### src/rtl/agp_pkg.sv
package agp_pkg;

  localparam int xlen = 32;
  localparam int reg_addr_w = 6;
  localparam int num_regs = 64;
  localparam int num_operands = 3;
  localparam int out_w = 10;

  // operand lanes; W is the destination or the branch offset.
  typedef enum logic [1:0] {
    opnd_a,
    opnd_b,
    opnd_w
  } operand_e;

  typedef enum logic [2:0] {
    op_alu,
    op_shift,
    op_out,
    op_jal,
    op_bz,
    op_bnz,
    op_li,
    op_nop
  } opcode_e;

  typedef enum logic [3:0] {
    alu_add,
    alu_adc,
    alu_sub,
    alu_rdc,
    alu_rdo,
    alu_inc,
    alu_dec,
    alu_mull,
    alu_mulh,
    alu_and,
    alu_or,
    alu_xor,
    alu_eq,
    alu_slt,
    alu_sltu,
    alu_passb
  } alu_func_e;

  // shift kind, taken from the low two function bits.
  localparam logic [1:0] sh_sll = 2'd0;
  localparam logic [1:0] sh_srl = 2'd1;
  localparam logic [1:0] sh_sra = 2'd2;

  localparam logic [5:0] raw_alu = 6'd0;
  localparam logic [5:0] raw_shift = 6'd1;
  localparam logic [5:0] raw_out = 6'd6;
  localparam logic [5:0] raw_jal = 6'd9;
  localparam logic [5:0] raw_bz = 6'd10;
  localparam logic [5:0] raw_bnz = 6'd11;

  localparam int fld_w_imm = 31;
  localparam int fld_w_hi = 30;
  localparam int fld_w_lo = 25;
  localparam int fld_fmt = 24;
  localparam int fld_a_imm = 23;
  localparam int fld_a_hi = 22;
  localparam int fld_a_lo = 17;
  localparam int fld_b_imm = 16;
  localparam int fld_b_hi = 15;
  localparam int fld_b_lo = 10;
  localparam int fld_func_hi = 9;
  localparam int fld_func_lo = 6;
  localparam int fld_opc_hi = 5;
  localparam int fld_opc_lo = 0;
  localparam int fld_li_sign = 23;
  localparam int fld_li_mag_hi = 22;

  localparam logic [xlen-1:0] nop_instr = 32'd63;

endpackage

### src/rtl/writeback_unit.sv
module writeback_unit (
  input  logic                           clk,
  input  logic                           rst,
  input  logic [agp_pkg::xlen-1:0]       wb_alu,
  input  logic [agp_pkg::xlen-1:0]       wb_shift,
  input  logic [agp_pkg::xlen-1:0]       wb_link,
  input  logic [agp_pkg::xlen-1:0]       wb_li,
  input  logic [agp_pkg::reg_addr_w-1:0] wb_dest,
  input  logic                           wb_write,
  input  agp_pkg::opcode_e               wb_opcode,
  output logic                           wr_en,
  output logic [agp_pkg::reg_addr_w-1:0] wr_addr,
  output logic [agp_pkg::xlen-1:0]       wr_data,
  output logic [agp_pkg::out_w-1:0]      data_out,
  output logic                           out_valid
);

  always_comb begin
    case (wb_opcode)
      agp_pkg::op_shift: wr_data = wb_shift;
      agp_pkg::op_jal:   wr_data = wb_link;
      agp_pkg::op_li:    wr_data = wb_li;
      default:           wr_data = wb_alu;
    endcase
  end

  assign wr_en = wb_write;
  assign wr_addr = wb_dest;

  // an out instruction also writes its value to the register file.
  always_ff @(posedge clk) begin
    if (rst) begin
      data_out <= '0;
      out_valid <= 1'b0;
    end else begin
      out_valid <= (wb_opcode == agp_pkg::op_out);
      if (wb_opcode == agp_pkg::op_out) begin
        data_out <= wb_alu[agp_pkg::out_w-1:0];
      end
    end
  end

endmodule

### config.mk
export PLATFORM = sky130hd
export DESIGN_NAME = writeback_unit
export DESIGN_NICKNAME = d
export VERILOG_FILES = /design/src/rtl/agp_pkg.sv /design/src/rtl/writeback_unit.sv
export SDC_FILE = /design/constraint.sdc
export NUM_CORES = 1
export LEC_CHECK = 0
export BUFFER_PORTS_ARGS = -buffer_cell sky130_fd_sc_hd__buf_2
export CAP_MARGIN = 0
export CORE_AREA = 2 2 73 75
export CTS_BUF_LIST = sky130_fd_sc_hd__clkbuf_4
export DETAILED_ROUTE_END_ITERATION = 10
export DIE_AREA = 0 0 75 77
export PLACE_DENSITY = 0.77
export SLEW_MARGIN = 20
export SYNTH_ARGS = -nofsm -noshare
export SYNTH_HDL_FRONTEND = slang
export SYNTH_SLANG_ARGS = --single-unit
### constraint.sdc
create_clock -name clk -period 0.98 [get_ports clk]
set_clock_uncertainty 0.1 [all_clocks]
set_input_delay 0 -clock clk [delete_from_list [all_inputs] [get_ports clk]]
set_output_delay 0 -clock clk [all_outputs]
set_load 0.01 [all_outputs]
Word level (Yosys, flattened, before mapping)
Index checks and enable logic that the tools add are counted.

Bits in registers: 11. Bits of input ports: 140. Word-level logic and storage cells: 7.

Equality and inequality tests: 4. Multiplexer cells: 1.

Operator list (number): case mux 32 bit (3 select lines) (1); equality test 3 x 2 -> 1 bit (second input constant) (2); equality test 3 x 1 -> 1 bit (second input constant) (1); equality test 3 bit (second input constant) (1).

Depth between registers and ports, before layout
Depth in word-level cells: 2. Depth in mapped cells: 5. Gate-level depth less buffers: 3.

Worst setup path after synthesis
Ideal clock, no wire load.

Path kind: in2reg. Start: input wb_opcode[1]. End: register data_out[0] (netlist name). Data arrival time: 0.716 ns. Setup slack: 0.037 ns. Stages: 5. Cell sequence: buf_6 > nor3b_4 > buf_6 > mux2i_1 > nor2_1.

Cells in the longest elaborated chain, start to end: 1.

RTL lines: start: declaration (RTL line writeback_unit.sv:10) `input agp_pkg::opcode_e wb_opcode,`; equality test 3 x 2 -> 1 bit (RTL line writeback_unit.sv:37) `if (wb_opcode == agp_pkg::op_out) begin`; end signal: assignment (RTL line writeback_unit.sv:38) `data_out <= wb_alu[agp_pkg::out_w-1:0];`; end: declaration (RTL line writeback_unit.sv:14) `output logic [agp_pkg::out_w-1:0] data_out,`.

No other way between the ends. A chain may end at the register's enable or synchronous reset.

Worst setup path in the final report
Start: input wb_opcode[0]. End: output wr_data[6] (netlist name).

Cells in the longest elaborated chain, start to end: 2. Elaborated cells on any way between the ends: 4.

RTL lines: equality test 3 bit, or another cell as far along (RTL line writeback_unit.sv:19) `case (wb_opcode)`; case mux 32 bit (3 select lines) (*) (RTL line writeback_unit.sv:19); end: declaration (RTL line writeback_unit.sv:13) `output logic [agp_pkg::xlen-1:0] wr_data,`.

Every way passes the cells marked *; elsewhere a longest branch is shown, timed or not.

==> metrics.txt <==
status complete, but fails checks; failing checks setup timing; placer congestion estimate 0.795; Logic pwr share 57.6%; Yosys reg bits 11; Setup CP Type in2out; CTS tree done; Antenna Cells 0; final setup vio count 25; largest net degree at the start of global routing 21; Final Worst Setup Slack -0.0557 ns; number of global-route vias before repair 1952; Die Area 0.00578 mm2; sequential share of the synthesized area 15.8%; pwr dens 722 mW/mm2; RSZ-0062 raised after global routing true; Post-Synth Simple-Gate Area 15.0%; Net count, final 486; distinct cell type count of the synthesized netlist 14; Max-Cap Viols 0; CTS sink count 11; CP Data Arrival Time 0.94 ns; minimum clock period 1.04 ns; Core Box Area 0.00498 mm2; Hold Crit Class in2reg; HPWL after DPL 4400 um; GRT overflow 0; Slew Viols, Final 0; Root Buffer clkbuf_4; mux contribution to synthesized area 30.2%; CP Max Fanout 6; Final Hold Viols 0; Design Area, Final 0.00264 mm2; pre-CTS setup slack -0.136 ns; final core occ 53.1%; Post-route DRC 0; clock buffer depth 2; slew margin rel. 86.4%; routed wire length 5670 um; total CTS buffers 3; Initial Util 28.0%; largest family of logic cells by synthesized area multiplexers; xor-xnor portion of the synthesized cell area 0%; Fmax 966 MHz; hold slack 0.115 ns; die height 77 um; worst skew pair latency 0.26 ns; Pwr Total 1.91 mW; Synth Area in Compound Gates 26.5%; syn_nets 296; antenna-violating nets left 0; Worst-path clk slew 0.07 ns; Core Rows 26; peak supply drop 0.786 mV; Iteration-0 DRC Markers 40; Int Pwr 1.28 mW; drt first pass iters 4; Post-Syn Instances 156; Clk pwr share 17.9%; post-place instance area 0.00233 mm2; Psw 626 uW; Sw Ratio 32.8%; global-route wire length before repair 8480 um; initial antenna violation count 0; Chip Width 75 um; Via Count 1983; Tightest Pin Transition 0.203 ns; adder-cell area share of the yosys netlist 0%; synthesized area 0.00139 mm2; Crit path required time 0.88 ns; PortBufs 175; P_leak 1.38 nW; H-tree levels 1; post-DR vias/cell 4.78; all-layer global routing usage 18.2%; YS warnings 0; share of layout cells above drive strength 1 57.4%; CP Capture Type output pin; WL/cell 13.7 um; Mapped Avg Cell Area 8.93 um2; type of origin of the critical path input port; Final Cycle Share 106%; I/O pins 190; Flop pwr share 24.6%; area grow syn2layout 89.8%
## critical path: stages
cell and delay [ns]:
buf_8 0.10, nand3b_4 0.18, o21ai_4 0.11, buf_12 0.14
buf_12 0.10, o221a_1 0.17, buf_2 0.13
## through the flow
| stage | std cells | TNS [ns] |
|---|---|---|
| global route | 415 | -2.41 |
| floorplan | 156 | 0 |
| global placement | 390 | -2.45 |
| CTS | 414 | -0.736 |
| finish | 415 | -0.675 |
| detailed placement | 390 | -3.46 |
## worst paths after layout
check	cells after the start	slack (ns)	end	start
worst max-delay path	7	-0.06	wr_data[6]	wb_opcode[0]
worst min-delay path	4	0.12	out_valid	wb_opcode[2]
worst max register to register	2	0.25	data_out[3]	data_out[3]
worst min register to register	2	0.39	data_out[6]	data_out[6]
## area by class of cell
| type | count | area, um2 |
|---|---|---|
| Multi-Input combinational cell | 121 | 1010 |
| Timing Repair Buffer | 208 | 1290 |
| Fill cell | 509 | 2330 |
| Clock buffer | 4 | 30.0 |
| Tap cell | 70 | 87.6 |
| Sequential cell | 11 | 220 |
| Inverter | 1 | 3.75 |
## registers in the layout, indices dropped and copies added (netlist names)
name / count
data_out: 10
out_valid: 1
## layer usage
layer	share of wire, %	wire (um)	GRT usage [%]
met1	36	2040	19.0
met2	55	3100	36.6
met3	8.5	479	2.10
met4	0.88	50	3.93
met5	0	0	0
## layout by cell type (no fill, tap or decap)
| cell type | Yosys | final |
|---|---|---|
| buf_2 | 7 | 172 |
| mux2i_1 | 42 | 42 |
| nand2_1 | 32 | 32 |
| o221a_1 | 32 | 32 |
| dlygate4sd3_1 | 0 | 18 |
| dfxtp_1 | 11 | 11 |
| nor2_1 | 10 | 10 |
| buf_6 | 5 | 5 |
| buf_12 | 0 | 5 |
| buf_4 | 10 | 5 |
| clkbuf_4 | 0 | 4 |
| buf_8 | 0 | 2 |
| nand3b_4 | 1 | 1 |
| inv_1 | 1 | 1 |
| o21ai_4 | 0 | 1 |
| nor2b_2 | 0 | 1 |
| nor3b_4 | 1 | 1 |
| nor2b_1 | 2 | 1 |
| buf_16 | 0 | 1 |
## cells by family (layout without fill, tap and decap cells)
group | count (synthesis) | in the layout
and+or+nand+nor | 46 | 46
muxes | 42 | 42
AOI/OAI and AO/OA | 33 | 33
buffers and inverters | 24 | 213
DFF | 11 | 11
## what timing repair did
action                                 in CTS  in global routing
hold buffers                               17                  1
gates resized for setup                    14                  0
endpoints found under the hold margin      18                  1
setup endpoints to repair                  32                 32
pin swaps                                  14                  2
setup buffers                               2                  0
cloned                                      1                  0
## power groups by stage
stage	Combinational [mW]	Clock, mW	Sequential [mW]
after detailed placement	0.978	0	0.479
final	1.10	0.341	0.469
after global routing	1.20	0.359	0.470
after floorplan	0.512	0	0.486
after CTS	1.10	0.347	0.469
after global placement	0.964	0	0.478
## Yosys cell counts, drive strengths merged
library cell,count,area (um2)
o221a,32,360
inv,1,3.75
buf,22,166
clkbuf,1,3.75
dfxtp,11,220
nor2,10,37.5
o21ai,1,8.76
nor2b,2,12.5
nand3b,1,20.0
nor3b,1,18.8
mux2i,42,420
nand2,32,120
Power figures use the tool's default switching activity.
