## src/rtl/agp_pkg.sv

```systemverilog
package agp_pkg;

  localparam int xlen = 32;
  localparam int reg_addr_w = 6;
  localparam int num_regs = 64;
  localparam int num_operands = 3;
  localparam int out_w = 10;

  // operand lanes; W is the destination or the branch offset.
  typedef enum logic [1:0] {
    opnd_a,
    opnd_b,
    opnd_w
  } operand_e;

  typedef enum logic [2:0] {
    op_alu,
    op_shift,
    op_out,
    op_jal,
    op_bz,
    op_bnz,
    op_li,
    op_nop
  } opcode_e;

  typedef enum logic [3:0] {
    alu_add,
    alu_adc,
    alu_sub,
    alu_rdc,
    alu_rdo,
    alu_inc,
    alu_dec,
    alu_mull,
    alu_mulh,
    alu_and,
    alu_or,
    alu_xor,
    alu_eq,
    alu_slt,
    alu_sltu,
    alu_passb
  } alu_func_e;

  // shift kind, taken from the low two function bits.
  localparam logic [1:0] sh_sll = 2'd0;
  localparam logic [1:0] sh_srl = 2'd1;
  localparam logic [1:0] sh_sra = 2'd2;

  localparam logic [5:0] raw_alu = 6'd0;
  localparam logic [5:0] raw_shift = 6'd1;
  localparam logic [5:0] raw_out = 6'd6;
  localparam logic [5:0] raw_jal = 6'd9;
  localparam logic [5:0] raw_bz = 6'd10;
  localparam logic [5:0] raw_bnz = 6'd11;

  localparam int fld_w_imm = 31;
  localparam int fld_w_hi = 30;
  localparam int fld_w_lo = 25;
  localparam int fld_fmt = 24;
  localparam int fld_a_imm = 23;
  localparam int fld_a_hi = 22;
  localparam int fld_a_lo = 17;
  localparam int fld_b_imm = 16;
  localparam int fld_b_hi = 15;
  localparam int fld_b_lo = 10;
  localparam int fld_func_hi = 9;
  localparam int fld_func_lo = 6;
  localparam int fld_opc_hi = 5;
  localparam int fld_opc_lo = 0;
  localparam int fld_li_sign = 23;
  localparam int fld_li_mag_hi = 22;

  localparam logic [xlen-1:0] nop_instr = 32'd63;

endpackage

```

## src/rtl/operand_lane.sv

```systemverilog
module operand_lane (
  input  logic                           clk,
  input  logic                           rst,
  input  logic                           flush,
  input  logic [agp_pkg::reg_addr_w-1:0] addr,
  input  logic                           is_imm,
  input  logic [agp_pkg::xlen-1:0]       imm,
  input  logic [agp_pkg::xlen-1:0]       rd_data,
  input  logic                           wb_en,
  input  logic [agp_pkg::reg_addr_w-1:0] wb_addr,
  input  logic [agp_pkg::xlen-1:0]       wb_data,
  output logic [agp_pkg::xlen-1:0]       operand
);

  logic [agp_pkg::xlen-1:0]       id_value;
  logic [agp_pkg::xlen-1:0]       ex_value;
  logic [agp_pkg::reg_addr_w-1:0] ex_addr;
  logic                           ex_is_imm;

  // decode side. The register being written this cycle is not in the file yet.
  always_comb begin
    if (is_imm) begin
      id_value = imm;
    end else if (wb_en && (wb_addr == addr)) begin
      id_value = wb_data;
    end else begin
      id_value = rd_data;
    end
  end

  always_ff @(posedge clk) begin
    if (rst || flush) begin
      // an immediate zero never matches a forward.
      ex_is_imm <= 1'b1;
      ex_value <= '0;
    end else begin
      ex_is_imm <= is_imm;
      ex_value <= id_value;
    end
    ex_addr <= addr;
  end

  // execute side picks up the result of the instruction just ahead.
  assign operand = (!ex_is_imm && wb_en && (wb_addr == ex_addr)) ? wb_data : ex_value;

endmodule

```

## config.mk

```make
export PLATFORM = sky130hd
export DESIGN_NAME = operand_lane
export DESIGN_NICKNAME = d
export VERILOG_FILES = /design/src/rtl/agp_pkg.sv /design/src/rtl/operand_lane.sv
export SDC_FILE = /design/constraint.sdc
export NUM_CORES = 1
export LEC_CHECK = 0
export BUFFER_PORTS_ARGS = -buffer_cell sky130_fd_sc_hd__buf_2
export CAP_MARGIN = 30
export CORE_UTILIZATION = 48
export CTS_BUF_LIST = sky130_fd_sc_hd__clkbuf_8
export DETAILED_ROUTE_END_ITERATION = 16
export PLACE_DENSITY_LB_ADDON = 0.15
export RECOVER_POWER = 100
export SLEW_MARGIN = 15
export SYNTH_ARGS = -nofsm -noshare
export SYNTH_HDL_FRONTEND = slang
export SYNTH_SLANG_ARGS = --single-unit
export TNS_END_PERCENT = 100
```

## constraint.sdc

```tcl
create_clock -name clk -period 3.2 [get_ports clk]
set_clock_uncertainty 0.05 [all_clocks]
set_input_delay 0.32 -clock clk [delete_from_list [all_inputs] [get_ports clk]]
set_output_delay 0.32 -clock clk [all_outputs]
set_load 0.05 [all_outputs]
```

# [Yosys cells after proc, flatten, opt, wreduce, memory -nomap -nowiden]
# Cells that the tools add are included.
[word_totals] output_inout_bits=32 ff_bits=39 inputBits=113 elab_cells=13
[op_classes] n_eq_ne=2 muxes=3 n_reduce_logical=5
[op_table] op="two-way mux 32 bit" n=3
[op_table] op="== test 6 bit" n=2
[op_table] op="logical AND 1 bit" n=3
[op_table] op="zero test 1 bit" n=1
[op_table] op="logical OR 1 bit" n=1

# [Logic depth before layout (Yosys ltp)]
# Gate-level depths: netlist of the first run.
[logic_depth] word_depth=4 depth_mapped=6 ltp_nobuf=4

# [Worst setup path before layout of the first run]
# OpenSTA, ideal clock, no wires.
[synth_timing] path_kind="input -> output" start="in wb_addr[0] (netlist name)" end="out operand[10] (netlist name)" t_arrival_ns=1.471 path_buffers=1 path_stages=5 slack_ns=1.359 path_cell_list="xor2_1 nor3b_1 nand4_2 buf_6 mux2_4"
[synth_between] elab_chain_cells=3
[synth_lines] item="start, declared" line="operand_lane.sv:10" source="input logic [agp_pkg::reg_addr_w-1:0] wb_addr,"
[synth_lines] item="== test 6 bit" line="operand_lane.sv:44" source="assign operand = (!ex_is_imm && wb_en && (wb_addr == ex_addr)) ? wb_data : ex_value;"
[synth_lines] item="logical AND 1 bit" line="operand_lane.sv:44"
[synth_lines] item="two-way mux 32 bit" line="operand_lane.sv:44"
[synth_lines] item="end, declared" line="operand_lane.sv:12" source="output logic [agp_pkg::xlen-1:0] operand"
# Every way passes these cells.

# [Worst setup path after layout of the first run]
[layout_timing] start="reg ex_addr[3] (netlist name)" end="out operand[31] (netlist name)"
[layout_between] elab_chain_cells=3
[layout_lines] item="start, declared" line="operand_lane.sv:17" source="logic [agp_pkg::reg_addr_w-1:0] ex_addr;"
[layout_lines] item="start signal, assigned" line="operand_lane.sv:40" source="ex_addr <= addr;"
[layout_lines] item="== test 6 bit" line="operand_lane.sv:44"
[layout_lines] item="logical AND 1 bit" line="operand_lane.sv:44"
[layout_lines] item="two-way mux 32 bit" line="operand_lane.sv:44"
# Every way passes these cells.

==> results.toml, run 1 <==
[outcome]
status = "complete, no violations"

[clock_network]
cts_root_buffer = "clkbuf_8"
cts_made_buffers = 5
cts.sinks = 39
htreeDepth = 2
cts_resized = 0
cts_tree = "built"
clkTransAtPathRegs_ns = 0.07
cts.path.max_buffers = 2
cts_hold_buf = 0
postCtsSetupBuffers = 0

[synthesis]
mappedNetlistNets = 356
yosys_warnings = 0
synthCells = 243
ys_top_cells_by_area = "dfxtp_1 33%, mux2_4 19%, a221o_1 13%"
async_flop_share = 0
ys_types = 18
synth_top_area_share = 0.329
synth_seq_area_share = 0.329
postSynthAreaPerCell_sq_um = 9.77
ys.flop_type = "dfxtp_1"
synth-edff-count = 0
synth_top_area_cell = "dfxtp_1"
ys_top_cells_by_count = "39 x dfxtp_1, 34 x nor3_1, 32 x and2_1, 32 x nand2_1, 31 x a221o_1"
synth_most_common_cell = "dfxtp_1"
syn_area_sq_um = 2370
synth-seq-cells = 39

[routing]
vias = 2311
route.detailed.drc = 0
wl_microns = 6070
first_pass_iters = 4
vias_per_cell = 5.19
drt_iter0_markers = 93
avgRoutedWirePerCell_microns = 13.6
final_antenna_net_count = 0

[timing]
hold_viol = 0
slew_headroom = 0.290
min_period_ns = 2.61
worst_slew_pin_slew_ns = 1.06
slew_violations = 0
setup_viol = 0
grt_setup_unrepaired = "no"
fmax_mhz = 383
fin_setup_tns_ns = 0
min_period_over_period = 0.816
hold_slack_ns = 0.131

[setup_path]
path_class = "flop to primary output"
critPathArrivalTime_ns = 2.24
startpoint_type = "flop"
critical_path_required_ns = 2.83
cp_max_fo = 18
endpoint_kind = "primary output"

[pwr]
clkPwrFrac = 0.300
comb_power_share = 0.241
p_leak_nw = 1.47
vdd_drop_max_mv = 0.220
swShare = 0.298
p_seq_frac = 0.459
p_sw_mw = 0.335
cellInternalPower_mw = 0.790
power_density_nw_per_um2 = 368

[global_routing]
grt_pass1_vias = 2197
track_usage = 0.230
grt_start_max_net_pins = 66
grt_pass1_wl_microns = 9560
grt-ovfl-total = 0
grt_antenna_before_repair = 0

[layout]
diodes = 0
layout.nets = 491
final_area_sq_um = 3060
drive_gt1_frac = 0.407
area_growth_pct = 28.7

[flow_run]
maxCapViolations = 0

[die]
pin_count = 145
die_x_microns = 72.3
fp-row-count = 25
core_sq_um = 4750
dieArea_sq_um = 5230
start_util = 0.499
fp.dieH_microns = 72.3

[placement]
hpwl_microns = 4190
placed_area_sq_um = 3090
port-buffer-count = 144
gp_congestion = 0.797

[worst_hold_path]
min_path_type = "input port to flop"
holdPathStages = 1
[cells by family after synthesis]
kind of cell / share of synthesized area
compound gates: 0.135
xor+xnor: 0.0443
buf+inv: 0.0648
flops: 0.329
mux: 0.199
simple gates: 0.228
[stage by stage]
step           setup slack, ns  std cells  utilization  power (mW)
6_report                 0.587        445        0.643        1.12
5_1_grt                  0.429        445        0.643        1.17
4_1_cts                  0.875        445        0.669        1.15
3_5_place_dp              1.04        438        0.650       0.815
3_3_place_gp              1.07        438        0.650       0.812
2_1_floorplan             1.36        243            -       0.708
[power by group through the flow]
stage / combinational [mW] / clock (mW) / sequential (mW)
global placement: 0.284 / 0 / 0.528
CTS: 0.287 / 0.349 / 0.518
global route: 0.290 / 0.363 / 0.519
finish: 0.271 / 0.337 / 0.517
floorplan: 0.182 / 0 / 0.527
detailed placement: 0.286 / 0 / 0.529
[flip-flops by register name, indices dropped and copies added (netlist names)]
signal / count
ex_addr: 6
ex_is_imm: 1
ex_value: 32
[critical path, stage by stage, from the launching register on]
cell and delay, ns:
dfxtp_1 0.31, xor2_1 0.14, nor3_1 0.28, nand4_2 0.13, clkbuf_2 0.34, mux2_1 0.30
clkbuf_1 0.46
[routing by layer]
| layer | track usage | part of all wire | up-vias |
|---|---|---|---|
| li1 | - | - | 1146 |
| met2 | 0.411 | 0.50 | 92 |
| met5 | 0 | 0 | - |
| met3 | 0.0639 | 0.070 | 6 |
| met1 | 0.267 | 0.42 | 1067 |
| met4 | 0.0632 | 0.0091 | 0 |
[area by class of cell]
class                           instances  area (sq um)
Timing Repair Buffer                  151           752
Fill cell                             488          1700
Clock inverter                          1          5.00
Multi-Input combinational cell        180          1350
Inverter                                1          3.75
Sequential cell                        39           781
Clock buffer                            6          82.6
Tap cell                               67          83.8
[path summary, 6_finish.rpt]
check	from	end	slack, ns
min	addr[5]	ex_addr[5]$_DFF_P_	0.13
max	ex_addr[3]$_DFF_P_	operand[31]	0.59
[placed cells by master, fill, tap and decap left out, drive strengths merged]
| master | netlist | layout |
|---|---|---|
| buf | 16 | 138 |
| dfxtp | 39 | 39 |
| nor3 | 34 | 34 |
| and2 | 32 | 32 |
| nand2 | 32 | 32 |
| mux2 | 32 | 32 |
| a221o | 31 | 31 |
| clkbuf | 7 | 19 |
| xnor2 | 8 | 8 |
| xor2 | 4 | 4 |
| nand4 | 2 | 2 |
| nor3b | 2 | 2 |
| nand3 | 1 | 1 |
| or2 | 1 | 1 |
| a311o | 1 | 1 |
| inv | 1 | 1 |
| clkinv | 0 | 1 |
No activity file was read; power rests on OpenSTA's default activity.
==> run 2: changes to the inputs <==
--- a/config.mk
+++ b/config.mk
@@ -7,7 +7,7 @@
 export LEC_CHECK = 0
 export BUFFER_PORTS_ARGS = -buffer_cell sky130_fd_sc_hd__buf_2
 export CAP_MARGIN = 30
-export CORE_UTILIZATION = 48
+export CORE_UTILIZATION = 40
 export CTS_BUF_LIST = sky130_fd_sc_hd__clkbuf_8
 export DETAILED_ROUTE_END_ITERATION = 16
 export PLACE_DENSITY_LB_ADDON = 0.15
==> constraint.sdc (replaced) <==
create_clock -name clk -period 2.3 [get_ports clk]
set_clock_uncertainty 0.05 [all_clocks]
set_input_delay 0.23 -clock clk [delete_from_list [all_inputs] [get_ports clk]]
set_output_delay 0.23 -clock clk [all_outputs]
set_load 0.05 [all_outputs]
==> run 2 against run 1 <==
Critical path depth unchanged. Count of clock-buffer cells in the layout up 1. Power grew 45%. Global-route usage fell by 2.5 points. Worst hold slack got worse by 0.12 ns. Core utilization is 7.2 points lower. Via count fell by 1.4%. Sequential power up 39%. First-iteration DRC count fell by 28%.
==> results.toml, run 2 (same netlist as run 1, synthesis figures left out) <==
[setup_path]
path_class = "flop to primary output"
cp_num_buf_inv = 2
path_cells = "xor2_1 > nor3b_1 > nand4_2 > buf_4 > mux2_4 > clkbuf_2"
startpoint_type = "flop"
slowest_delay_ns = 0.32
critical_path_required_ns = 2.02
cp_slowest_cell = "mux2_4"
endpoint_kind = "primary output"
cp_top_family = "buffers and inverters"
critPathArrivalTime_ns = 1.90
cp_max_fo = 17

[routing]
avgRoutedWirePerCell_microns = 14.1
vias = 2278
first_pass_iters = 4
vias_per_cell = 5.03
drt_iter0_markers = 67
wl_microns = 6390
final_antenna_net_count = 0
route.detailed.drc = 0

[die]
die_x_microns = 79.1
core_sq_um = 5610
pin_count = 145
fp-row-count = 27
start_util = 0.423
fp.dieH_microns = 79.1
dieArea_sq_um = 6250

[clock_network]
cts_root_buffer = "clkbuf_8"
postCtsSetupBuffers = 0
cts_tree = "built"
cts.path.max_buffers = 2
cts.sinks = 39
htreeDepth = 2
cts_made_buffers = 5
clkTransAtPathRegs_ns = 0.08

[pwr]
power_density_nw_per_um2 = 508
vdd_drop_max_mv = 0.233
swShare = 0.290
clkPwrFrac = 0.310
p_sw_mw = 0.472
p_leak_nw = 1.59
comb_power_share = 0.246
cellInternalPower_mw = 1.15
p_seq_frac = 0.443

[timing]
slew_headroom = 0.279
min_period_over_period = 0.949
worst_slew_pin_slew_ns = 1.08
hold_viol = 0
grt_setup_unrepaired = "no"
fmax_mhz = 458
slew_violations = 0
min_period_ns = 2.18
hold_slack_ns = 0.0131
fin_setup_tns_ns = 0
setup_viol = 0
postLayoutSetupSlackWorst_ns = 0.117

[layout]
layout.cells.non_filler = 453
top_register = "ex_value"
final_cell_mix = "135 x buf_2, 39 x dfxtp_1, 33 x nor3_1, 32 x nand2_1"
layout.core_utilization = 0.571
area_growth_pct = 34.8
layout.nets = 493
largest_reg_flops = 32
diodes = 0
top_regs = "ex_value x32, ex_addr x6, ex_is_imm x1"
final_common_cell = "buf_2"
drive_gt1_frac = 0.491

[worst_hold_path]
min_from = "addr[5]"
holdPathEnd = "ex_addr[5]$_DFF_P_"
min_path_type = "input port to flop"
holdPathStages = 1

[placement]
port-buffer-count = 144
gp_congestion = 0.754
dp_cells = 445
pre_cts_slack_ns = 0.306
hpwl_microns = 4560

[global_routing]
track_usage = 0.205
grt_antenna_before_repair = 0
grt_pass1_wl_microns = 10100
grt_start_max_net_pins = 66
grt-ovfl-total = 0
grt_pass1_vias = 2248

[outcome]
status = "complete, no violations"

[flow_run]
maxCapViolations = 0
==> run 2: cell count changes in the layout (fill, tap and decap cells not counted), moves of 4 or more <==
cell      delta
mux2_4      +26
mux2_1      -26
clkbuf_1     -4
buf_4        +4
==> run 2: layer usage <==
layer / track usage / wire, microns / up-vias
li1: - / - / 1149
met1: 0.247 / 2780 / 1032
met3: 0.0345 / 445 / 2
met2: 0.369 / 3130 / 95
met5: 0 / 0 / -
met4: 0.0600 / 29 / 0
==> run 2: what timing repair did <==
item / CTS / global route
setup endpoints to repair: 0 / 32
gates resized for setup: 0 / 1
hold buffers: 0 / 0
==> run 2: through the flow <==
stage / cell area, sq um / power, mW
after global routing: 3200 / 1.71
final: 3200 / 1.63
after global placement: 3110 / 1.13
after floorplan: 2370 / 0.985
after detailed placement: 3110 / 1.14
after CTS: 3210 / 1.65
==> run 2: power by group through the flow <==
stage,Clock [mW],Combinational [mW],Sequential [mW]
5_1_grt,0.553,0.430,0.724
6_report,0.505,0.400,0.721
4_1_cts,0.521,0.405,0.721
3_3_place_gp,0,0.399,0.736
3_5_place_dp,0,0.404,0.737
2_1_floorplan,0,0.253,0.733
==> run 2: cell type report <==
type                    count  area [sq um]
clock inverters             1          3.75
well taps                  72          90.1
inverters                   1          3.75
flip-flops and latches     39           781
clock buffers               7          96.3
multi-input cells         180          1450
repair buffers            153           777
fillers                   551          2410
==> run 2: how the worst max path moves through the flow <==
stage / depth (start not counted) / slack [ns] / endpoint / start
finish: 6 / 0.12 / operand[25] / ex_addr[0]$_DFF_P_
global route: 6 / 0.004 / operand[25] / ex_addr[0]$_DFF_P_
CTS: 6 / 0.05 / operand[31] / ex_addr[3]$_DFF_P_
detailed placement: 7 / 0.31 / operand[31] / wb_addr[3]
global placement: 7 / 0.36 / operand[23] / wb_addr[0]
floorplan: 5 / 0.59 / operand[10] / ex_addr[0]$_DFF_P_
