[src/rtl/agp_pkg.sv]
package agp_pkg;

  localparam int xlen = 32;
  localparam int reg_addr_w = 6;
  localparam int num_regs = 64;
  localparam int num_operands = 3;
  localparam int out_w = 10;

  // operand lanes; W is the destination or the branch offset.
  typedef enum logic [1:0] {
    opnd_a,
    opnd_b,
    opnd_w
  } operand_e;

  typedef enum logic [2:0] {
    op_alu,
    op_shift,
    op_out,
    op_jal,
    op_bz,
    op_bnz,
    op_li,
    op_nop
  } opcode_e;

  typedef enum logic [3:0] {
    alu_add,
    alu_adc,
    alu_sub,
    alu_rdc,
    alu_rdo,
    alu_inc,
    alu_dec,
    alu_mull,
    alu_mulh,
    alu_and,
    alu_or,
    alu_xor,
    alu_eq,
    alu_slt,
    alu_sltu,
    alu_passb
  } alu_func_e;

  // shift kind, taken from the low two function bits.
  localparam logic [1:0] sh_sll = 2'd0;
  localparam logic [1:0] sh_srl = 2'd1;
  localparam logic [1:0] sh_sra = 2'd2;

  localparam logic [5:0] raw_alu = 6'd0;
  localparam logic [5:0] raw_shift = 6'd1;
  localparam logic [5:0] raw_out = 6'd6;
  localparam logic [5:0] raw_jal = 6'd9;
  localparam logic [5:0] raw_bz = 6'd10;
  localparam logic [5:0] raw_bnz = 6'd11;

  localparam int fld_w_imm = 31;
  localparam int fld_w_hi = 30;
  localparam int fld_w_lo = 25;
  localparam int fld_fmt = 24;
  localparam int fld_a_imm = 23;
  localparam int fld_a_hi = 22;
  localparam int fld_a_lo = 17;
  localparam int fld_b_imm = 16;
  localparam int fld_b_hi = 15;
  localparam int fld_b_lo = 10;
  localparam int fld_func_hi = 9;
  localparam int fld_func_lo = 6;
  localparam int fld_opc_hi = 5;
  localparam int fld_opc_lo = 0;
  localparam int fld_li_sign = 23;
  localparam int fld_li_mag_hi = 22;

  localparam logic [xlen-1:0] nop_instr = 32'd63;

endpackage

[src/rtl/execute_unit.sv]
module execute_unit (
  input  logic                           clk,
  input  logic                           rst,
  input  agp_pkg::opcode_e               ex_opcode_in,
  input  agp_pkg::alu_func_e             ex_func_in,
  input  logic [agp_pkg::xlen-1:0]       ex_pc_in,
  input  logic [agp_pkg::xlen-1:0]       li_value,
  input  logic [agp_pkg::reg_addr_w-1:0] dest_addr,
  input  logic [agp_pkg::xlen-1:0]       opnd [agp_pkg::num_operands],
  output logic                           redirect,
  output logic [agp_pkg::xlen-1:0]       redirect_target,
  output logic [agp_pkg::xlen-1:0]       wb_alu,
  output logic [agp_pkg::xlen-1:0]       wb_shift,
  output logic [agp_pkg::xlen-1:0]       wb_link,
  output logic [agp_pkg::xlen-1:0]       wb_li,
  output logic [agp_pkg::reg_addr_w-1:0] wb_dest,
  output logic                           wb_write,
  output agp_pkg::opcode_e               wb_opcode
);

  agp_pkg::opcode_e                  opcode;
  agp_pkg::alu_func_e                func;
  logic [agp_pkg::xlen-1:0]          pc;
  logic [agp_pkg::xlen-1:0]          li_q;
  logic [agp_pkg::reg_addr_w-1:0]    dest;
  logic                              carry;
  logic                              overflow;
  logic                              carry_next;
  logic                              overflow_next;
  logic                              flag_en;
  logic [agp_pkg::xlen-1:0]          a;
  logic [agp_pkg::xlen-1:0]          b;
  logic [agp_pkg::xlen-1:0]          w;
  logic [agp_pkg::xlen:0]            sum;
  logic [agp_pkg::xlen-1:0]          diff;
  logic [2*agp_pkg::xlen-1:0]        prod;
  logic [agp_pkg::xlen-1:0]          alu_res;
  logic [agp_pkg::xlen-1:0]          shift_res;
  logic [$clog2(agp_pkg::xlen)-1:0]  rot;

  assign a = opnd[agp_pkg::opnd_a];
  assign b = opnd[agp_pkg::opnd_b];
  assign w = opnd[agp_pkg::opnd_w];

  // the instruction entering behind a taken branch is squashed here.
  always_ff @(posedge clk) begin
    if (rst || redirect) begin
      opcode <= agp_pkg::op_nop;
    end else begin
      opcode <= ex_opcode_in;
    end
    func <= ex_func_in;
    pc <= ex_pc_in;
    li_q <= li_value;
    dest <= dest_addr;
  end

  always_comb begin
    sum = {1'b0, a} + {1'b0, b} + {{agp_pkg::xlen{1'b0}}, carry && (func == agp_pkg::alu_adc)};
    diff = a - b;
    prod = {{agp_pkg::xlen{1'b0}}, a} * {{agp_pkg::xlen{1'b0}}, b};
    carry_next = carry;
    overflow_next = overflow;
    case (func)
      agp_pkg::alu_add: begin
        alu_res = sum[agp_pkg::xlen-1:0];
        carry_next = sum[agp_pkg::xlen];
        overflow_next = (a[agp_pkg::xlen-1] == b[agp_pkg::xlen-1]) &&
                        (sum[agp_pkg::xlen-1] != a[agp_pkg::xlen-1]);
      end
      agp_pkg::alu_adc: begin
        alu_res = sum[agp_pkg::xlen-1:0];
        carry_next = sum[agp_pkg::xlen];
      end
      agp_pkg::alu_sub: begin
        alu_res = diff;
        overflow_next = (a[agp_pkg::xlen-1] != b[agp_pkg::xlen-1]) &&
                        (diff[agp_pkg::xlen-1] != a[agp_pkg::xlen-1]);
      end
      agp_pkg::alu_rdc:   alu_res = {{(agp_pkg::xlen-1){1'b0}}, carry};
      agp_pkg::alu_rdo:   alu_res = {{(agp_pkg::xlen-1){1'b0}}, overflow};
      agp_pkg::alu_inc:   alu_res = a + 'd1;
      agp_pkg::alu_dec:   alu_res = a - 'd1;
      agp_pkg::alu_mull:  alu_res = prod[agp_pkg::xlen-1:0];
      agp_pkg::alu_mulh:  alu_res = prod[2*agp_pkg::xlen-1:agp_pkg::xlen];
      agp_pkg::alu_and:   alu_res = a & b;
      agp_pkg::alu_or:    alu_res = a | b;
      agp_pkg::alu_xor:   alu_res = a ^ b;
      agp_pkg::alu_eq:    alu_res = {{(agp_pkg::xlen-1){1'b0}}, a == b};
      agp_pkg::alu_slt:   alu_res = {{(agp_pkg::xlen-1){1'b0}}, $signed(a) < $signed(b)};
      agp_pkg::alu_sltu:  alu_res = {{(agp_pkg::xlen-1){1'b0}}, a < b};
      default:            alu_res = b;
    endcase
  end

  always_comb begin
    rot = b[$clog2(agp_pkg::xlen)-1:0];
    case (func[1:0])
      agp_pkg::sh_sll: shift_res = a << b;
      agp_pkg::sh_srl: shift_res = a >> b;
      agp_pkg::sh_sra: shift_res = $signed(a) >>> b;
      default:         shift_res = (a >> rot) | (a << (agp_pkg::xlen - rot));
    endcase
  end

  // flags only change for instructions that consume the ALU result.
  assign flag_en = opcode inside {agp_pkg::op_alu, agp_pkg::op_out,
                                  agp_pkg::op_bz, agp_pkg::op_bnz};

  always_ff @(posedge clk) begin
    if (rst) begin
      carry <= 1'b0;
      overflow <= 1'b0;
    end else if (flag_en) begin
      carry <= carry_next;
      overflow <= overflow_next;
    end
  end

  assign redirect = (opcode == agp_pkg::op_jal) ||
                    ((opcode == agp_pkg::op_bz) && (alu_res == '0)) ||
                    ((opcode == agp_pkg::op_bnz) && (alu_res != '0));
  assign redirect_target = (opcode == agp_pkg::op_jal) ? pc + a : pc + w;

  always_ff @(posedge clk) begin
    if (rst) begin
      wb_opcode <= agp_pkg::op_nop;
      wb_write <= 1'b0;
    end else begin
      wb_opcode <= opcode;
      wb_write <= opcode inside {agp_pkg::op_alu, agp_pkg::op_shift, agp_pkg::op_out,
                                 agp_pkg::op_jal, agp_pkg::op_li};
    end
    wb_alu <= alu_res;
    wb_shift <= shift_res;
    wb_link <= pc + 'd4;
    wb_li <= li_q;
    wb_dest <= dest;
  end

endmodule

[config.mk]
export PLATFORM = sky130hd
export DESIGN_NAME = execute_unit
export DESIGN_NICKNAME = d
export VERILOG_FILES = /design/src/rtl/agp_pkg.sv /design/src/rtl/execute_unit.sv
export SDC_FILE = /design/constraint.sdc
export NUM_CORES = 2
export LEC_CHECK = 0
export BUFFER_PORTS_ARGS = -buffer_cell sky130_fd_sc_hd__buf_2
export CAP_MARGIN = 20
export CORE_MARGIN = 4
export CORE_UTILIZATION = 30
export CTS_CLUSTER_DIAMETER = 30
export CTS_CLUSTER_SIZE = 25
export DETAILED_ROUTE_END_ITERATION = 12
export HOLD_SLACK_MARGIN = 0.06
export PLACE_DENSITY = 0.51
export SLEW_MARGIN = 20
export SYNTH_ARGS = -nofsm -noshare
export SYNTH_HDL_FRONTEND = slang
export SYNTH_SLANG_ARGS = --single-unit
export TNS_END_PERCENT = 20
[constraint.sdc]
create_clock -name clk -period 26.2 [get_ports clk]
set_input_delay 1.31 -clock clk [delete_from_list [all_inputs] [get_ports clk]]
set_output_delay 1.31 -clock clk [all_outputs]
set_load 0.1 [all_outputs]
# Yosys cells after proc, flatten, opt, wreduce, memory -nomap -nowiden
# Index checks and enable logic that the tools add are counted.
totals:
  n_memories: 0
  latchBits: 0
  ff_bits: 217
  in_bits: 175
  rom_bits: 0
  wordCells: 85
  ram_bits: 0
op_classes:
  addsub: 9
  shifts: 5
  n_lt_le_gt_ge: 2
  eq_ne: 27
  n_mul: 1
  div: 0
  n_reduce_logical: 19
  bitwise_logic: 4
  n_mux: 4
op_table:
  columns: ["operator", "count"]
  rows:
  - ["$pmux W32 S14", 1]
  - ["$pmux W32 S3", 1]
  - ["$add A32 B32 Y32", 2]
  - ["$lt A32 B32 Y1", 2]
  - ["$mul A32 B32 Y64", 1]
  - ["$or A32 B32 Y32", 2]
  - ["$shl A32 B32 Y32", 2]
  - ["$add A32 B32 Y33", 1]
  - ["$add A33 B1 Y33", 1]
  - ["$add A32 B1 Y32 const B", 1]
  - ["$add A32 B3 Y32 const B", 1]
  - ["$and A32 B32 Y32", 1]
  - ["$eq A32 B32 Y1", 1]
  - ["$logic_not A32 Y1", 1]
  - ["$mux W32", 1]
  - ["$reduce_bool A32 Y1", 1]
  - ["$shr A32 B32 Y32", 1]
  - ["$shr A32 B5 Y32", 1]
  - ["$sshr A32 B32 Y32", 1]
  - ["$sub A32 B1 Y32 const B", 1]
  - ["$sub A32 B32 Y32", 1]
  - ["$xor A32 B32 Y32", 1]
  - ["$eq A4 B4 Y1 const B", 7]
  - ["$eq A4 B3 Y1 const B", 4]
  - ["other kinds (21)", 34]

# Depth between registers and ports, before layout
logic_depth:
  word_depth: 9
  ltp_mapped: 36

# Worst setup path after synthesis
# No wires, ideal clock.
synth_timing:
  kind: "input port to output port"
  start: "input opnd[34] (netlist name)"
  end: "output redirect"
  t_arrival_ps: 10872
  setup_slack_ps: 14018
  path_stages: 33
  required_time_ps: 24890
  cell_sequence: "clkbuf_1 inv_2 buf_1 buf_1 clkbuf_1 clkbuf_1 nor2_1 fa_1 inv_1 fa_1 fa_1 fa_1 inv_1 fa_1 fa_1 fa_1 fa_1 ha_1 clkbuf_1 nand4_1 nor3_1 nand2_1 a211oi_1 or3_1 o2111ai_1 a21oi_1 and3b_1 or4_1 nand3_1 nor2_1 and4bb_1 and2_1 o211ai_2"
synth_between:
  elab_chain_len: 7
  elab_cells_between_ends: 17
synth_lines:
  columns: ["element", "line_no", "source"]
  rows:
  - ["start: declaration", "execute_unit.sv:9", "input logic [agp_pkg::xlen-1:0] opnd [agp_pkg::num_operands],"]
  - ["parallel branches: the longest is 2 deep, another holds $mul A32 B32 Y64", null, null]
  - ["$pmux W32 S14 (*)", "execute_unit.sv:64", "case (func)"]
  - ["via alu_res (one bit)", "execute_unit.sv:37", "logic [agp_pkg::xlen-1:0] alu_res;"]
  - ["$logic_not A32 Y1", "execute_unit.sv:121", "((opcode == agp_pkg::op_bz) && (alu_res == '0)) ||"]
  - ["$logic_and A1 B1 Y1", "execute_unit.sv:121", null]
  - ["$logic_or A1 B1 Y1", "execute_unit.sv:120", "assign redirect = (opcode == agp_pkg::op_jal) ||"]
  - ["$logic_or A1 B1 Y1 (*)", "execute_unit.sv:121", null]
  - ["end: declaration", "execute_unit.sv:10", "output logic redirect,"]
# Mark *: on every way through the listed nets, which the timed path passes.

# Final worst setup path
layout_timing:
  start: "input opnd[86] (netlist name)"
  end: "output redirect"
layout_between:
  elab_cells_between_ends: 19
layout_lines:
  columns: ["element", "line_no", "source"]
  rows:
  - ["$mul A32 B32 Y64 (*)", "execute_unit.sv:61", "prod = {{agp_pkg::xlen{1'b0}}, a} * {{agp_pkg::xlen{1'b0}}, b};"]
  - ["$pmux W32 S14 (*)", "execute_unit.sv:64", null]
  - ["via alu_res (one bit)", "execute_unit.sv:37", null]
  - ["$logic_not A32 Y1", "execute_unit.sv:121", null]
  - ["$logic_and A1 B1 Y1", "execute_unit.sv:121", null]
  - ["$logic_or A1 B1 Y1", "execute_unit.sv:120", null]
  - ["$logic_or A1 B1 Y1 (*)", "execute_unit.sv:121", null]
# The timed path passes the listed nets; every way through them passes the cells marked *.

==> metrics.cfg <==
[yosys]
synthFlopType=dfxtp_1
synthCells=6748
synth_cell_types=110
synth_edf_count=0
syn_nets=8248
yosys.area.top_type=fa_1
syn_avg_cell_area_sq_um=7.89
synth_seq_cells=217
syn-cell-area_sq_um=53200
async_reset_ff_frac=0
synth_area_leaders=fa_1, ha_1, dfxtp_1
synth.top_cell.area_share=0.338
ys_seq_area_frac=0.0816
yosysWarnings=0

[cells_and_area]
layout-drive-gt1-share=0.104
final_core_util=0.338
design_area_sq_um=59600
syn2layout_area_growth_pct=12.0
nNetsFinal=8387
final.fill_count=18824

[floorplan]
start_util=0.302
die_area_sq_um=184000
die_h_microns=429
core_sq_um=176000
io_pins=346
num_rows=154
fp.dieW_microns=429

[routing]
drt_pre_antenna_iters=6
drtIter0Drc=5760
drt-total-wl_microns=275000
routedWlPerCell_microns=29.5
antenna_left=0
num_vias=52225
route.detailed.drc=0
vias_per_cell=5.62

[timing]
setup_viol=0
max_slew_margin=0.114
grt_setup_unrepaired=false
whs_ns=0.298
finalCriticalPeriod_ns=14.17
drv_slew=0
timing.final.hold_violations=0
worst_pin_slew_ns=1.31
timing.setup.tns_ns=0
final.setup_skew_ns=0.0336
fmax_ghz=0.0706
post-route-period-util=0.541

[critical_path]
cp_slowest_cell=clkinv_1
end_kind=primary output
crit_path_frequent_cell=fa_1
critPathKind=primary input to primary output
crit_fanout=18
crit_arrival_ns=12.86
critPathMaxStageDelay_ns=0.97
reg2reg_slack_ns=18.98
start_kind=primary input
required_ns=24.89

[clock_tree]
clockBufferDepth=3
cts_resized=0
cts_hold_buf=0
numCtsBuffers=59
root_buffer=clkbuf_16
post_cts_buffers=0
tritoncts=yes
cts.clk_slew.worst_paths_ns=0.05
insertion_delay_ns=0.69
cts_max_level=2
clock-sinks=217

[grt]
top_usage_layer=met2
grt_usage=0.292
met3_usage=0.0659
grt_overflow=0
grt_max_degree=65
met1_usage=0.380
gr-usage-met2=0.449
grt_pass1_vias=52461
antenna_found_initial=36
grt_pass1_wl_microns=389000

[placement]
place_area_sq_um=57500
dpl.hpwl_microns=216000
place_congestion=1.05
io_buffers=345

[outcome]
status=finished, final reports clean

[worst_hold_path]
hp-class=flop to flop

[run]
maxCapViolCount=0

[flip-flops by register name, summed over array words and instances, names as in the netlist]
name,cells
li_q,32
pc,32
wb_alu,32
wb_li,32
wb_link,32
wb_shift,32
dest,6
wb_dest,6
func,4
opcode,3
wb_opcode,3
carry,1
overflow,1
wb_write,1
[cells in the mapped netlist (all sizes together), types with 10 or more instances]
cell	instances
clkbuf	287
nor4	32
a2111oi	15
buf	141
inv	975
a221oi	31
a21oi	363
fa	900
dfxtp	217
nand4	64
a311oi	13
or2	18
and3	28
o221ai	12
a22oi	32
o21a	33
o211ai	40
o21ai	328
a21o	64
a31oi	57
a211o	11
ha	425
o31a	12
nor3	83
nand2	831
o31ai	23
mux2	20
nand3	123
a211oi	54
o2111ai	16
mux2i	64
o22ai	40
clkinv	10
a221o	10
nand2b	26
o21bai	21
xor2	40
nor2b	35
a21boi	18
xnor2	104
or3	18
and2	18
nor2	960
[path summary, 6_finish.rpt]
path                                  startpoint                   end  cells past startpoint
worst max-delay path                    opnd[86]              redirect                     31
worst min-delay path            li_q[31]$_DFF_P_     wb_li[31]$_DFF_P_                      0
worst max register to register   func[2]$_DFF_P_  opcode[2]$_SDFF_PP1_                     22
worst min register to register  li_q[31]$_DFF_P_     wb_li[31]$_DFF_P_                      0
[metrics by stage]
stage,worst slack (ns),cells
2_1_floorplan,14.02,6748
3_3_place_gp,12.34,9165
3_5_place_dp,12.36,9166
4_1_cts,12.32,9277
5_1_grt,11.63,9282
6_report,12.03,9295
[layout make-up]
type	instances	area [sq um]	share of cell area
Clock inverter	43	502	0.00842
Tap cell	2340	2930	0.0491
Inverter	985	3700	0.0620
Antenna cell	18	45.0	0.000756
Clock buffer	68	1540	0.0258
Multi-Input combinational cell	5118	43600	0.731
Sequential cell	217	4350	0.0729
Timing Repair Buffer	506	2950	0.0495
[routing by layer]
| layer | vias to the layer above | share of wire |
|---|---|---|
| li1 | 22199 | - |
| met1 | 26353 | 0.40 |
| met2 | 3014 | 0.43 |
| met3 | 657 | 0.098 |
| met4 | 2 | 0.067 |
| met5 | - | 0.000047 |
[cell families (layout without fill, tap and decap cells)]
logic type,count (synthesis),after routing,share of synthesized area
other,0,18,0
multiplexers,93,93,0.0201
buffers and inverters,1413,1602,0.101
AO/OA/AOI/OAI,1282,1282,0.155
adder cells (fa/ha/maj),1325,1325,0.438
flip-flops,217,217,0.0816
AND/OR/NAND/NOR,2274,2274,0.181
XOR/XNOR,144,144,0.0237
[critical path, delay by kind of cell]
family | cells | cell delay (ns)
fa+ha+maj | 9 | 4.38
buf+inv | 8 | 2.05
compound gates | 5 | 2.40
xor+xnor | 1 | 0.16
simple gates | 8 | 2.47
[placed cells by master (no fill, tap or decap), types with 27 or more instances in the layout]
cell type,n
xor2_1,39
inv_1,960
a21oi_1,359
nor3_1,78
xnor2_1,101
dfxtp_1,214
o22ai_1,40
o21a_1,33
clkbuf_16,59
fa_1,900
nor4_1,30
a221oi_1,29
mux2i_1,64
nor2_1,956
a211oi_1,51
nand3_1,123
o21ai_1,27
a21o_1,64
nand4_1,64
a31oi_1,56
buf_2,344
and3_1,28
buf_4,161
ha_1,424
o21ai_0,300
o211ai_1,39
nand2_1,830
nor2b_1,34
a22oi_1,32
Power is left out: the tool's default activity adds up to more than one toggle a clock period on the data nets, which glitch-free logic cannot reach.
